[src/common/mips_config.svh]
`ifndef MIPS_CONFIG_SVH
`define MIPS_CONFIG_SVH

// Datapath and address width
`define MIPS_XLEN 32

// Architectural register count
`define MIPS_REGS 32

// Instruction memory depth in words
`define MIPS_IMEM_DEPTH 64

// Data memory depth in words
`define MIPS_DMEM_DEPTH 64

// Idle word, decodes to a bubble
`define MIPS_NOP 32'h0000_0000

`endif

[src/common/mips_pkg.sv]
`default_nettype none

package mips_pkg;

	// Major opcodes in bits 31..26
	typedef enum logic [5:0] {
		opSpecial = 6'h00,
		opAddiu = 6'h09,
		opLw = 6'h23,
		opSw = 6'h2b
	} opcodeT;

	// Function field of SPECIAL
	typedef enum logic [5:0] {
		fnAddu = 6'h21,
		fnSubu = 6'h23,
		fnAnd = 6'h24,
		fnOr = 6'h25,
		fnSlt = 6'h2a
	} functT;

	// Zero is add so a bubble is harmless
	typedef enum logic [2:0] {
		aluAdd = 3'd0,
		aluSub = 3'd1,
		aluAnd = 3'd2,
		aluOr = 3'd3,
		aluSlt = 3'd4
	} aluOpT;

	// One instruction word, two field layouts
	typedef union packed {
		struct packed {
			opcodeT opcode;
			logic [4:0] rs;
			logic [4:0] rt;
			logic [4:0] rd;
			logic [4:0] shamt;
			functT funct;
		} rType;
		struct packed {
			opcodeT opcode;
			logic [4:0] rs;
			logic [4:0] rt;
			logic [15:0] imm;
		} iType;
	} instrWord;

	// WB fields, then MEM fields, then EXE fields
	// All zero means bubble
	typedef struct packed {
		logic regWrite;
		logic memToReg;
		logic memRead;
		logic memWrite;
		logic aluSrcImm;
		logic regDstRd;
		aluOpT aluOp;
	} ctrlWord;

endpackage

`default_nettype wire

[src/fetch/InstructionFetch.sv]
`timescale 1ns/1ps
`default_nettype none
`include "mips_config.svh"

module InstructionFetch (
	input wire logic clk,
	input wire logic rst,
	input wire logic pcWrite,
	input wire logic ifIdWrite,
	input wire logic imemWe,
	input wire logic [`MIPS_XLEN-1:0] imemAddr,
	input wire logic [`MIPS_XLEN-1:0] imemData,
	output mips_pkg::instrWord ifInstr,
	output logic [`MIPS_XLEN-1:0] ifPc
);

	localparam int ImemAw = $clog2(`MIPS_IMEM_DEPTH);

	logic [`MIPS_XLEN-1:0] imem [`MIPS_IMEM_DEPTH];
	logic [`MIPS_XLEN-1:0] pc;
	logic [`MIPS_XLEN-1:0] fetchWord;
	logic pcInRange;

	// Load port takes a word index
	always_ff @(posedge clk)
	begin
		if (imemWe && (imemAddr < `MIPS_IMEM_DEPTH))
			imem[imemAddr[ImemAw-1:0]] <= imemData;
	end

	// Byte PC, word lookup
	assign pcInRange = (pc[`MIPS_XLEN-1:2] < `MIPS_IMEM_DEPTH);
	// Past the end reads as NOP
	assign fetchWord = pcInRange ? imem[pc[ImemAw+1:2]] : `MIPS_NOP;

	// Program counter
	always_ff @(posedge clk)
	begin
		if (rst)
			pc <= '0;
		else if (pcWrite)
			pc <= pc + `MIPS_XLEN'd4;
	end

	////////////////////////////////////////////////////////////
	// IF/ID register
	////////////////////////////////////////////////////////////
	always_ff @(posedge clk)
	begin
		if (rst)
		begin
			ifInstr <= `MIPS_NOP;
			ifPc <= '0;
		end
		else if (ifIdWrite)
		begin
			ifInstr <= fetchWord;
			ifPc <= pc;
		end
	end

endmodule

`default_nettype wire

[config.mk]
export PLATFORM = sky130hd
export DESIGN_NAME = InstructionFetch
export DESIGN_NICKNAME = d
export VERILOG_FILES = /design/src/common/mips_pkg.sv /design/src/fetch/InstructionFetch.sv
export VERILOG_INCLUDE_DIRS = /design/src /design/src/common
export SDC_FILE = /design/constraint.sdc
export NUM_CORES = 2
export LEC_CHECK = 0
export BUFFER_PORTS_ARGS = -buffer_cell sky130_fd_sc_hd__buf_2
export CORE_MARGIN = 5
export CORE_UTILIZATION = 40
export DETAILED_ROUTE_END_ITERATION = 6
export HOLD_SLACK_MARGIN = 0.15
export SYNTH_ARGS = -nofsm -noshare
export SYNTH_HDL_FRONTEND = slang
export SYNTH_SLANG_ARGS = --single-unit
[constraint.sdc]
create_clock -name clk -period 5.3 [get_ports clk]
set_clock_uncertainty 0.2 [all_clocks]
set_input_delay 1.06 -clock clk [delete_from_list [all_inputs] [get_ports clk]]
set_output_delay 1.06 -clock clk [all_outputs]
set_load 0.02 [all_outputs]
### Yosys cells after proc, flatten, opt, wreduce, memory -nomap -nowiden

Memories as Yosys holds them, arrays and structs flattened. A register that Yosys moved wholly into a read port is not among the register bits.
Cells that the tools add are included.

* $lt $le $gt $ge: 2
* $add $sub $neg: 1
* multiplexer cells: 5
* reduce and logical (&&, ||, !) cells: 1

Operator list (number)
* $add A32 B3 Y32 const B: 1
* $lt A32 B7 Y1 const B: 1
* $mux W32: 1
* $lt A30 B7 Y1 const B: 1
* $mux W6: 2
* $mux W1: 2
* $logic_and A1 B1 Y1: 1

* memories kept: 1
* memory bits (writable): 2048
* flip-flop bits (word level): 96
* logic and storage cells: 13

Memories
* imem: words 64, bits a word 32, rd ports 1, clocked after memory_dff 1, write ports 1, line InstructionFetch.sv:19 `` logic [`MIPS_XLEN-1:0] imem [`MIPS_IMEM_DEPTH]; ``

### Longest topological paths before layout

* depth in word-level cells: 4
* gate-level depth with buffers: 10
* gate-level depth less buffers: 5

### Worst setup path before layout

OpenSTA, ideal clock, no wires.

* kind: input-to-reg
* from: input imemAddr[22]
* to: memory imem[63][0] (netlist bit) (enable)
* slack: 1.222 ns
* arrival time: 3.457 ns
* stages on the path: 5
* path through: nor4b_1 -> nand4_1 -> nor3_1 -> nand3_1 -> nor2_1

* longest elaborated chain between the ends: 4

Ends and longest elaborated chain
* start: declaration: line InstructionFetch.sv:11 `` input wire logic [`MIPS_XLEN-1:0] imemAddr, ``
* $lt A32 B7 Y1 (no source line)
* $logic_and A1 B1 Y1: line InstructionFetch.sv:27 `` if (imemWe && (imemAddr < `MIPS_IMEM_DEPTH)) ``
* $mux W1: line InstructionFetch.sv:27
* $mux W1 (implied by the code): line InstructionFetch.sv:28 `imem[imemAddr[ImemAw-1:0]] <= imemData;`
* end: declaration: line InstructionFetch.sv:19

No other way between the ends.

### Worst setup path after layout

* from: input imemAddr[22]
* to: memory imem[49][14] (netlist bit) (enable)

Same word-level chain as after synthesis.

==> results.md <==
- Status: finished with violations
- Failing checks: capacitance limit, slew limit
- Max Cap Viol: 2
- CP Capture Type: flop
- Hold buffers post-CTS: 0
- R2R cell count: 6
- Drt initial violations: 4,083
- Hold Path End: ifInstr[23]$_SDFFE_PP0P_
- DR vias: 39,963
- CTS tree: yes
- Overall Power: 34.9 mW
- Synth warn: 0
- Die footprint: 213,000 um^2
- Avg WL per Cell: 29.9 um
- Final wirelength: 209,000 um
- Cell area after layout: 93,700 um^2
- Seq. cell area: 63,500 um^2
- Initial antenna violation count: 11
- R2R setup slack: 0.95 ns
- Worst hold stages: 2
- Rows: 166
- Clock latency on the worst-skew pair: 0.82 ns
- Max Clk Rate: 224 MHz
- Synth top area share: 75.3%
- Final count of pins violating max slew: 3
- Critical path cell sequence: buf_2 > nor4b_1 > nand4_1 > nor3_1 > nand2_1 > nor2_4 > buf_4
- Clk sinks: 2,146
- Worst Slack Setup Final: 0.831 ns
- Placed Cells: 6,591
- Worst EP arrival: 4.77 ns
- Leakage power: 28.6 nW
- Die Width: 462 um
- Input/output buffers: 130
- Syn-to-layout area delta: 14.6%
- First-pass GRT wire length: 297,000 um
- Final min period: 4.47 ns
- Max clock buf depth: 3
- Initial Util: 40.1%
- Gpl congestion: 0.780
- Area of the multi-input gates: 17,800 um^2
- Post-synth EDFFs: 2,048
- Die Ht: 462 um
- Area leader, netlist: edfxtp_1
- Synth cell count leaders: 2,048 x edfxtp_1, 445 x mux4_2, 226 x mux2i_1, 141 x nor2_1, 110 x a22o_1
- Io pins: 133
- Avg Vias per Cell: 5.72
- TritonCTS buffer count: 210
- Slew @ Worst Pin: 1.52 ns
- Minimum hold slack: 0.268 ns
- GRT overflow: 0
- Share of flip-flops with an asynchronous set or reset: 0%
- Post-CTS setup buffers: 0
- Post-DP HPWL: 118,000 um
- Synth Cell Area: 81,700 um^2
- Nets: 4,185
- Share of cells above drive strength 1: 26.5%
- Tcrit/Tclk final: 84.3%
- Setup TNS Final: 0 ns
- Flops & latches, synth: 2,146
- CTS resizes: 0
- TritonRoute pass-1 iters: 5
- Drt drc: 0
- Fin. Hold Viols: 0
- Reg clk slew, reported paths: 0.06 ns
- Vias in the first global route: 40,488
- CP max stage delay: 1.08 ns
- Crit-path slowest cell: nor3_1
- Post-Route Utilization: 45.9%
- Most numerous cell in the Yosys netlist: edfxtp_1
- Largest net degree at the start of global routing: 103
- Setup violators final: 0
- Sequential share of the synthesized area: 77.7%
- VDD IR max: 0.319 mV
- Worst hold path class: flop to flop
- Crit path max-delay family: simple AND/OR/NAND/NOR gates
- Slew HR: -2.57%
- CP Class: input port to flop
- Fillers: 16,910
- GR Util All Layers: 19.4%
- Clk root buf: clkbuf_16
- Cell count after synthesis: 3,818
- Core area: 204,000 um^2
- Remaining antenna violation count: 0
- Worst Path Max Fanout: 14
- Area after DPL: 86,900 um^2
- Worst Path Buf+Inv: 2
- Avg Synthesized Cell Area: 21.4 um^2
- Critical Path RT: 5.60 ns
- Place WS: 0.176 ns
- Reg-to-Reg End: ifInstr[26]$_SDFFE_PP0P_
- Most used DFF post-synth: edfxtp_1
- Worst hold start: ifInstr[23]$_SDFFE_PP0P_
- Pwr/cell area: 372 nW/um^2
- Critical path origin: imemAddr[22]
- Htree depth: 4
- Startpoint types: input port
- Synth area leaders: edfxtp_1 75%, mux4_2 12%, mux2i_1 2.8%
- Synth cell types: 58
- Unrepaired setup endpoints after global routing: no
- Final cell count without fillers: 6,986
routing by layer:
metal	global-route usage [%]	part of all wire, %	routed length (um)
met5	0	0	0
met4	5.62	2.8	5810
met3	3.69	7.5	15700
met2	31.1	48	99500
met1	27.3	42	87600
sequential cells by signal (all words and copies together) (netlist names), named ones only:
register	flops
imem	2048
ifInstr	32
ifPc	30
pc	30
worst max path at each step:
| stage | endpoint | cells past startpoint |
|---|---|---|
| 2_1_floorplan | imem[63][0]$_DFFE_PP_ | 5 |
| 3_3_place_gp | imem[49][3]$_DFFE_PP_ | 7 |
| 3_5_place_dp | imem[49][5]$_DFFE_PP_ | 7 |
| 4_1_cts | ifInstr[26]$_SDFFE_PP0P_ | 6 |
| 5_1_grt | imem[49][14]$_DFFE_PP_ | 7 |
| 6_report | imem[49][14]$_DFFE_PP_ | 7 |
kinds of logic after synthesis:
group                    count (synthesis)  share of synthesized area, %
flip-flops                            2146                          77.7
multiplexers                           677                          15.1
AND/OR/NAND/NOR                        422                          2.50
AO/OA/AOI/OAI                          332                          3.18
buffers and inverters                  219                          1.30
XOR/XNOR                                20                         0.214
adder cells (fa/ha/maj)                  1                        0.0153
other                                    1                       0.00459
layout make-up:
cell class	count	share of cell area, %
antenna	7	0.0187
sequential	2146	67.8
tap	2688	3.59
clock inverter	114	1.13
multi-input combinational	1454	19.0
clock buffer	274	6.07
timing repair buffer	296	2.40
inverter	7	0.0280
worst reg2reg max path, stage by stage (launching register included):
cell     delay, ns
dfxtp_4       0.84
nor2b_4       1.08
buf_4         0.40
a22o_1        0.17
nor3_1        0.06
o41ai_1       1.28
nand3_1       0.14
power breakdown:
part           internal, mW  switching, mW  total (mW)  leakage [nW]
logic                 0.624          0.955        1.58          6.12
clock network          8.36           6.27        14.6          3.29
registers              18.6         0.0692        18.7          19.2
total                  27.6           7.29        34.9          28.6
placed cells by master (no fill, tap or decap), drive strengths merged, types with 87 or more instances in the layout:
cell type | netlist | final
a22oi | 108 | 108
dfxtp | 98 | 98
a22o | 110 | 110
mux2i | 226 | 226
clkbuf | 97 | 274
nand2 | 92 | 92
nor2 | 141 | 141
mux4 | 445 | 445
edfxtp | 2048 | 2048
buf | 115 | 296
clkinv | 1 | 87
(Power assumes the default switching activity.)
