===== src/common/mips_config.svh =====
`ifndef MIPS_CONFIG_SVH
`define MIPS_CONFIG_SVH

// Datapath and address width
`define MIPS_XLEN 32

// Architectural register count
`define MIPS_REGS 32

// Instruction memory depth in words
`define MIPS_IMEM_DEPTH 64

// Data memory depth in words
`define MIPS_DMEM_DEPTH 64

// Idle word, decodes to a bubble
`define MIPS_NOP 32'h0000_0000

`endif


===== src/common/mips_pkg.sv =====
`default_nettype none

package mips_pkg;

	// Major opcodes in bits 31..26
	typedef enum logic [5:0] {
		opSpecial = 6'h00,
		opAddiu = 6'h09,
		opLw = 6'h23,
		opSw = 6'h2b
	} opcodeT;

	// Function field of SPECIAL
	typedef enum logic [5:0] {
		fnAddu = 6'h21,
		fnSubu = 6'h23,
		fnAnd = 6'h24,
		fnOr = 6'h25,
		fnSlt = 6'h2a
	} functT;

	// Zero is add so a bubble is harmless
	typedef enum logic [2:0] {
		aluAdd = 3'd0,
		aluSub = 3'd1,
		aluAnd = 3'd2,
		aluOr = 3'd3,
		aluSlt = 3'd4
	} aluOpT;

	// One instruction word, two field layouts
	typedef union packed {
		struct packed {
			opcodeT opcode;
			logic [4:0] rs;
			logic [4:0] rt;
			logic [4:0] rd;
			logic [4:0] shamt;
			functT funct;
		} rType;
		struct packed {
			opcodeT opcode;
			logic [4:0] rs;
			logic [4:0] rt;
			logic [15:0] imm;
		} iType;
	} instrWord;

	// WB fields, then MEM fields, then EXE fields
	// All zero means bubble
	typedef struct packed {
		logic regWrite;
		logic memToReg;
		logic memRead;
		logic memWrite;
		logic aluSrcImm;
		logic regDstRd;
		aluOpT aluOp;
	} ctrlWord;

endpackage

`default_nettype wire


===== src/hdl/ExecuteStage.sv =====
`timescale 1ns/1ps
`default_nettype none
`include "mips_config.svh"

module ExecuteStage (
	input wire logic clk,
	input wire logic rst,
	input wire mips_pkg::ctrlWord exCtrl,
	input wire logic [`MIPS_XLEN-1:0] exRegA,
	input wire logic [`MIPS_XLEN-1:0] exRegB,
	input wire logic [`MIPS_XLEN-1:0] exImm,
	input wire logic [4:0] exRt,
	input wire logic [4:0] exRd,
	output logic exMemRead,
	output logic [4:0] exDest,
	output logic fwdValid,
	output logic [4:0] fwdReg,
	output logic [`MIPS_XLEN-1:0] fwdData,
	output logic wbWrite,
	output logic [4:0] wbReg,
	output logic [`MIPS_XLEN-1:0] wbData,
	output logic retireValid,
	output logic [4:0] retireReg,
	output logic [`MIPS_XLEN-1:0] retireData
);

	import mips_pkg::*;

	localparam int DmemAw = $clog2(`MIPS_DMEM_DEPTH);

	logic [`MIPS_XLEN-1:0] dmem [`MIPS_DMEM_DEPTH];
	logic [`MIPS_XLEN-1:0] aluB;
	logic [`MIPS_XLEN-1:0] aluResult;
	logic lessThan;
	logic [DmemAw-1:0] memIdx;
	logic wbValid;
	logic [4:0] wbDest;
	logic [`MIPS_XLEN-1:0] wbValue;

	// Operand and destination select
	assign aluB = exCtrl.aluSrcImm ? exImm : exRegB;
	assign exDest = exCtrl.regDstRd ? exRd : exRt;
	assign exMemRead = exCtrl.memRead;

	////////////////////////////////////////////////////////////
	// ALU
	////////////////////////////////////////////////////////////
	assign lessThan = ($signed(exRegA) < $signed(aluB));

	always_comb
	begin
		case (exCtrl.aluOp)
			aluAdd: aluResult = exRegA + aluB;
			aluSub: aluResult = exRegA - aluB;
			aluAnd: aluResult = exRegA & aluB;
			aluOr: aluResult = exRegA | aluB;
			aluSlt: aluResult = {{(`MIPS_XLEN-1){1'b0}}, lessThan};
			default: aluResult = '0;
		endcase
	end

	// Loads are not ready until WB
	assign fwdValid = exCtrl.regWrite && !exCtrl.memRead;
	assign fwdReg = exDest;
	assign fwdData = aluResult;

	////////////////////////////////////////////////////////////
	// Data memory
	////////////////////////////////////////////////////////////
	// Word aligned, upper address bits ignored
	assign memIdx = aluResult[DmemAw+1:2];

	always_ff @(posedge clk)
	begin
		if (exCtrl.memWrite)
			dmem[memIdx] <= exRegB;
	end

	// Writeback register
	always_ff @(posedge clk)
	begin
		if (rst)
			wbValid <= 1'b0;
		else
			wbValid <= exCtrl.regWrite;
	end

	// Synchronous read lands here
	always_ff @(posedge clk)
	begin
		wbDest <= exDest;
		wbValue <= exCtrl.memToReg ? dmem[memIdx] : aluResult;
	end

	// Same contents feed the register file and the retire port
	assign wbWrite = wbValid;
	assign wbReg = wbDest;
	assign wbData = wbValue;
	assign retireValid = wbValid;
	assign retireReg = wbDest;
	assign retireData = wbValue;

endmodule

`default_nettype wire


===== config.mk =====
export PLATFORM = sky130hd
export DESIGN_NAME = ExecuteStage
export DESIGN_NICKNAME = d
export VERILOG_FILES = /design/src/common/mips_pkg.sv /design/src/hdl/ExecuteStage.sv
export VERILOG_INCLUDE_DIRS = /design/src /design/src/common
export SDC_FILE = /design/constraint.sdc
export NUM_CORES = 2
export LEC_CHECK = 0
export ABC_AREA = 1
export CORE_UTILIZATION = 50
export CTS_CLUSTER_DIAMETER = 40
export DETAILED_ROUTE_END_ITERATION = 7
export DONT_BUFFER_PORTS = 1
export GPL_TIMING_DRIVEN = 0
export MAX_ROUTING_LAYER = met4
export PLACE_DENSITY_LB_ADDON = 0.08
export SLEW_MARGIN = 0
export SYNTH_ARGS = -nofsm -noshare
export SYNTH_HDL_FRONTEND = slang
export SYNTH_SLANG_ARGS = --single-unit

===== constraint.sdc =====
create_clock -name clk -period 7.3 [get_ports clk]
set_input_delay 1.095 -clock clk [delete_from_list [all_inputs] [get_ports clk]]
set_output_delay 1.095 -clock clk [all_outputs]
set_load 0.1 [all_outputs]

# Yosys cells after proc, flatten, opt, wreduce, memory -nomap -nowiden
# Memories as Yosys holds them, arrays and structs flattened.
# Index checks and enable logic that the tools add are counted.
# op_classes
add_sub_neg	2
n_lt_le_gt_ge	1
n_eq_ne	4
n_mux	6
bitwise_logic	2
n_reduce_logical	3
# op_table
operator	count
32-bit case mux with 5 select lines	1
32-bit 2-to-1 mux	2
32-bit adder	1
32-bit AND	1
32-bit < comparator	1
32-bit bitwise OR	1
32-bit subtractor	1
3-bit by 2-bit == test with 1-bit output, second input constant	2
5-bit 2-to-1 mux	1
3-bit by 1-bit == test with 1-bit output, second input constant	1
3-bit == test, second input constant	1
3-bit zero test	1
1-bit 2-to-1 mux	2
1-bit logical AND	1
1-bit zero test	1
# totals
reg_bits	38
mem_bits_rw	2048
output_inout_bits	120
mem_count	1
# memory_table
memory	words	width	read_ports	rd_clocked_by_memory_dff	wr	line	text
dmem	64	32	1	0	1	ExecuteStage.sv:31	logic [`MIPS_XLEN-1:0] dmem [`MIPS_DMEM_DEPTH];

# Depth between registers and ports, before layout
# An unclocked memory read counts as a cell.
# logic_depth
depth_word	5
ltp_mapped	29

# Least setup slack after synthesis
# OpenSTA, ideal clock, no wires.
# synth_path
path_kind	in2reg
start	input exCtrl[4] (netlist bit)
end	memory dmem[24][0] (netlist bit) (enable)
setup_time_ns	0.421
arrival_ns	5.523
setup_slack_ns	1.355
cell_stages	20
cell_sequence	clkbuf_1 > clkbuf_1 > o21ai_0 > inv_1 > ha_1 > inv_1 > fa_1 > inv_1 > nand2_1 > nand2_1 > nor2_1 > nor2_2 > nand2_1 > buf_6 > buf_2 > buf_4 > buf_2 > nor2_1 > nand2_1 > nor2_1
# synth_between
elab_chain_cells	3
# synth_rtl
item	line	text
start, declared	ExecuteStage.sv:8	input wire mips_pkg::ctrlWord exCtrl,
32-bit 2-to-1 mux (*)	ExecuteStage.sv:41	assign aluB = exCtrl.aluSrcImm ? exImm : exRegB;
32-bit subtractor, or another cell as far along	ExecuteStage.sv:54	aluSub: aluResult = exRegA - aluB;
32-bit case mux with 5 select lines (*)	ExecuteStage.sv:52	case (exCtrl.aluOp)
via fwdData[2]	ExecuteStage.sv:18	output logic [`MIPS_XLEN-1:0] fwdData,
end, declared	ExecuteStage.sv:31	
# Mark *: on every way through the listed nets, which the timed path passes. The rest lies on a longest branch.

# Final worst setup path
# layout_path
start	input exCtrl[4] (netlist bit)
end	memory dmem[58][15] (netlist bit) (enable)
# Same word-level chain as after synthesis.

==> flow_metrics.py <==
metrics = {
    "routing": {
        "drt_wl_total_mm": 376.1,
        "vias_per_cell": 5.840,
        "drt-wirelength-per-cell_um": 29.36,
        "drt_iter0_drc": 12110,
        "num_vias": 74800,
        "route.detailed.drc": 4,
        "dr.pass1.iters": 8,
        "ant_nets": 0,
    },
    "sta": {
        "fin_crit_sh_pct": 99.49,
        "worstMarginPinSlew_ns": 1.346,
        "fmax_ghz": 0.1377,
        "finalSetupViolations": 0,
        "hold_viol": 0,
        "grt_setup_unrepaired": "false",
        "slew_headroom_pct": 10.24,
        "fin_crit_ns": 7.263,
        "layout_setup_ws_ns": 0.03734,
        "drv_slew": 0,
        "fin_skew_ns": 0.07081,
    },
    "die": {
        "die_w_um": 435.6,
        "io_pins": 237,
        "rows": 158,
        "start_util_pct": 50.54,
        "die_area_um2": 189800,
        "core_um2": 186000,
        "die_h_um": 435.6,
    },
    "worst_setup_path": {
        "crit_fanout": 22,
        "start_kind": "input port",
        "worstPathRequired_ns": 7.91,
        "path_class": "in2reg",
        "timing.rr.start": "dmem[20][20]",
        "worstPathArrival_ns": 7.88,
        "startpoint": "exCtrl[4]",
        "endpoint_kind": "flop",
    },
    "synthesis": {
        "synth-main-ff-cell": "edfxtp_1",
        "synth_top_cell_area_share_pct": 65.41,
        "synth_seq_cells": 2086,
        "syn_nets": 9871,
        "netlist_instances": 9646,
        "seq_area_frac_synth_pct": 66.22,
        "synth.avg_cell_area_um2": 9.746,
        "async_reset_ff_share_pct": 0,
        "synthDistinctLibCells": 38,
        "synth_edf_count": 2048,
        "synth_top_cell_by_area": "edfxtp_1",
        "syn_area_um2": 94010,
        "synth_area_leaders": "edfxtp_1 (65%), nand2_1 (20%), nand3_1 (4.6%)",
        "synth_warnings": 0,
    },
    "clock_tree": {
        "clkSlewWorstSetupHoldPaths_ns": 0.05,
        "hold_buffers": 0,
        "cts_tree": "done",
        "cts.sink_count": 2086,
        "insertion_delay_ns": 0.98,
        "cts_buffers": 317,
        "cts.path.max_buffers": 4,
        "cts_root_buf": "clkbuf_16",
        "htree_levels": 5,
    },
    "placement": {
        "port_buffers": 0,
        "dp_slack_ns": -0.7230,
        "dp_hpwl_mm": 253.4,
        "gp_congestion": 1.046,
        "dpl-instance-area_um2": 99580,
    },
    "grt": {
        "grt_pass1_wl_mm": 516.4,
        "grt_max_degree": 66,
        "track_usage_pct": 40.15,
        "grt-ovfl-total": 0,
        "grt_pass1_vias": 68860,
        "antenna_found_initial": 27,
    },
    "run": {
        "cap_violations": 0,
    },
    "layout": {
        "syn2layout_area_growth_pct": 17.29,
        "fill_cells": 15770,
        "drive_above_1_share_pct": 10.77,
        "fin_nets": 10300,
        "design_area_um2": 110300,
    },
    "power_and_ir_drop": {
        "p_per_area_nw_per_um2": 307.9,
        "power.leakage_uw": 0.04609,
        "fin_total_pwr_uw": 33950,
        "ir_drop_mv": 0.2998,
    },
    "hold_path": {
        "hp-class": "in2reg",
        "min-delay-start": "rst",
    },
    "run_status": {
        "status": "finished, violations left",
        "violations": "DRC",
    },
}
## cell usage in the layout (no fill, tap or decap), types with 39 or more instances in the layout
cell type	count
a21oi_1	121
nand3_1	855
nor2_1	315
inv_6	39
ha_1	106
buf_4	64
o21ai_0	80
buf_2	335
clkbuf_1	175
nand2_1	5051
nor2_4	73
buf_12	73
edfxtp_1	2048
clkbuf_16	319
inv_1	258
## worst paths after layout
| check | slack, ns | to | cells past startpoint |
|---|---|---|---|
| worst min register to register | 1.02 | retireData[5] | 8 |
| worst max-delay path | 0.04 | dmem[58][15] | 20 |
| worst min-delay path | 0.21 | retireValid | 1 |
| worst max register to register | 4.58 | retireData[20] | 12 |
## per-stage QoR
step	setup TNS (ns)	utilization [%]	cells	hold slack, ns
3_5_place_dp	-473.96	53.53	12220	1.016
4_1_cts	0	59.14	12770	0.1663
5_1_grt	0	59.27	12800	0.1886
2_1_floorplan	0	-	9646	0.7174
6_report	0	59.28	12810	0.2061
3_3_place_gp	-5408.00	52.21	12130	1.026
## cell families (layout without fill, tap and decap cells)
logic type                 Yosys count  after routing  share of synthesized area (%)
buffers and inverters              833           1495                          4.002
DFF                               2086           2086                          66.22
muxes                                5              5                        0.05988
AOI/OAI and AO/OA                  242            242                          1.404
other                                0             20                              0
and+or+nand+nor                   6372           6372                          26.86
adders and majority gates          108            108                          1.453
## cell usage after synthesis, types with 6 or more instances
| library cell | number |
|---|---|
| ha_1 | 106 |
| buf_2 | 334 |
| nand4_1 | 35 |
| nor3_1 | 14 |
| a21oi_1 | 121 |
| dfxtp_1 | 38 |
| o21ai_0 | 80 |
| nand3_1 | 855 |
| buf_4 | 54 |
| edfxtp_1 | 2048 |
| a21o_1 | 8 |
| inv_2 | 17 |
| buf_1 | 31 |
| inv_1 | 258 |
| nor2_1 | 380 |
| nand2_1 | 5051 |
| or2_2 | 10 |
| nor2_4 | 9 |
| o21bai_1 | 13 |
| nand2_2 | 6 |
| clkbuf_1 | 136 |
## flip-flops by register name (all words and copies together), names as in the netlist
register	flops
retireReg	5
retireData	32
retireValid	1
dmem	2048
## routing by layer
layer / global-route usage, % / share of wire, %
met2: 58.17 / 44
met4: 21.68 / 6.4
met5: - / 0
met1: 51.15 / 37
met3: 11.18 / 13
## power breakdown
part / internal, uW / switching (uW) / total (uW) / leakage [uW]
combinational: 1120 / 3960 / 5080 / 0.0223
clock: 9390 / 5720 / 15100 / 0.00501
sequential: 13400 / 381 / 13800 / 0.0187
## worst max-delay path: stages
cell and delay, ns:
clkbuf_1 0.39, clkbuf_1 0.55, nand2_1 0.15, o21ai_0 0.41, inv_1 0.20, fa_1 0.45, inv_1 0.12, nand2_1 0.06
nand2_1 0.05, nor2_1 0.04, nor2_2 0.49, nand2_1 0.29, buf_6 0.32, buf_2 0.30, buf_4 0.25, buf_2 0.40
nor2_1 0.35, nand2_1 0.58, nor2_4 1.01, buf_12 0.28
## cell type report
cell class,instances,area [um^2],area share [%]
clock inverters,196,2305,2.090
clock buffers,359,8133,7.375
repair buffers,107,2126,1.928
inverters,276,1036,0.9395
well taps,2480,3103,2.814
diodes,20,50.05,0.04539
plain buffers,557,2728,2.474
flip-flops and latches,2086,62260,56.46
multi-input cells,6727,28530,25.87
## what timing repair did
| item | CTS | global route |
|---|---|---|
| setup endpoints to repair | 0 | 85 |
| resized for setup | 0 | 3 |
| buffers inserted | 0 | 16 |
No activity file was read; power rests on OpenSTA's default activity.
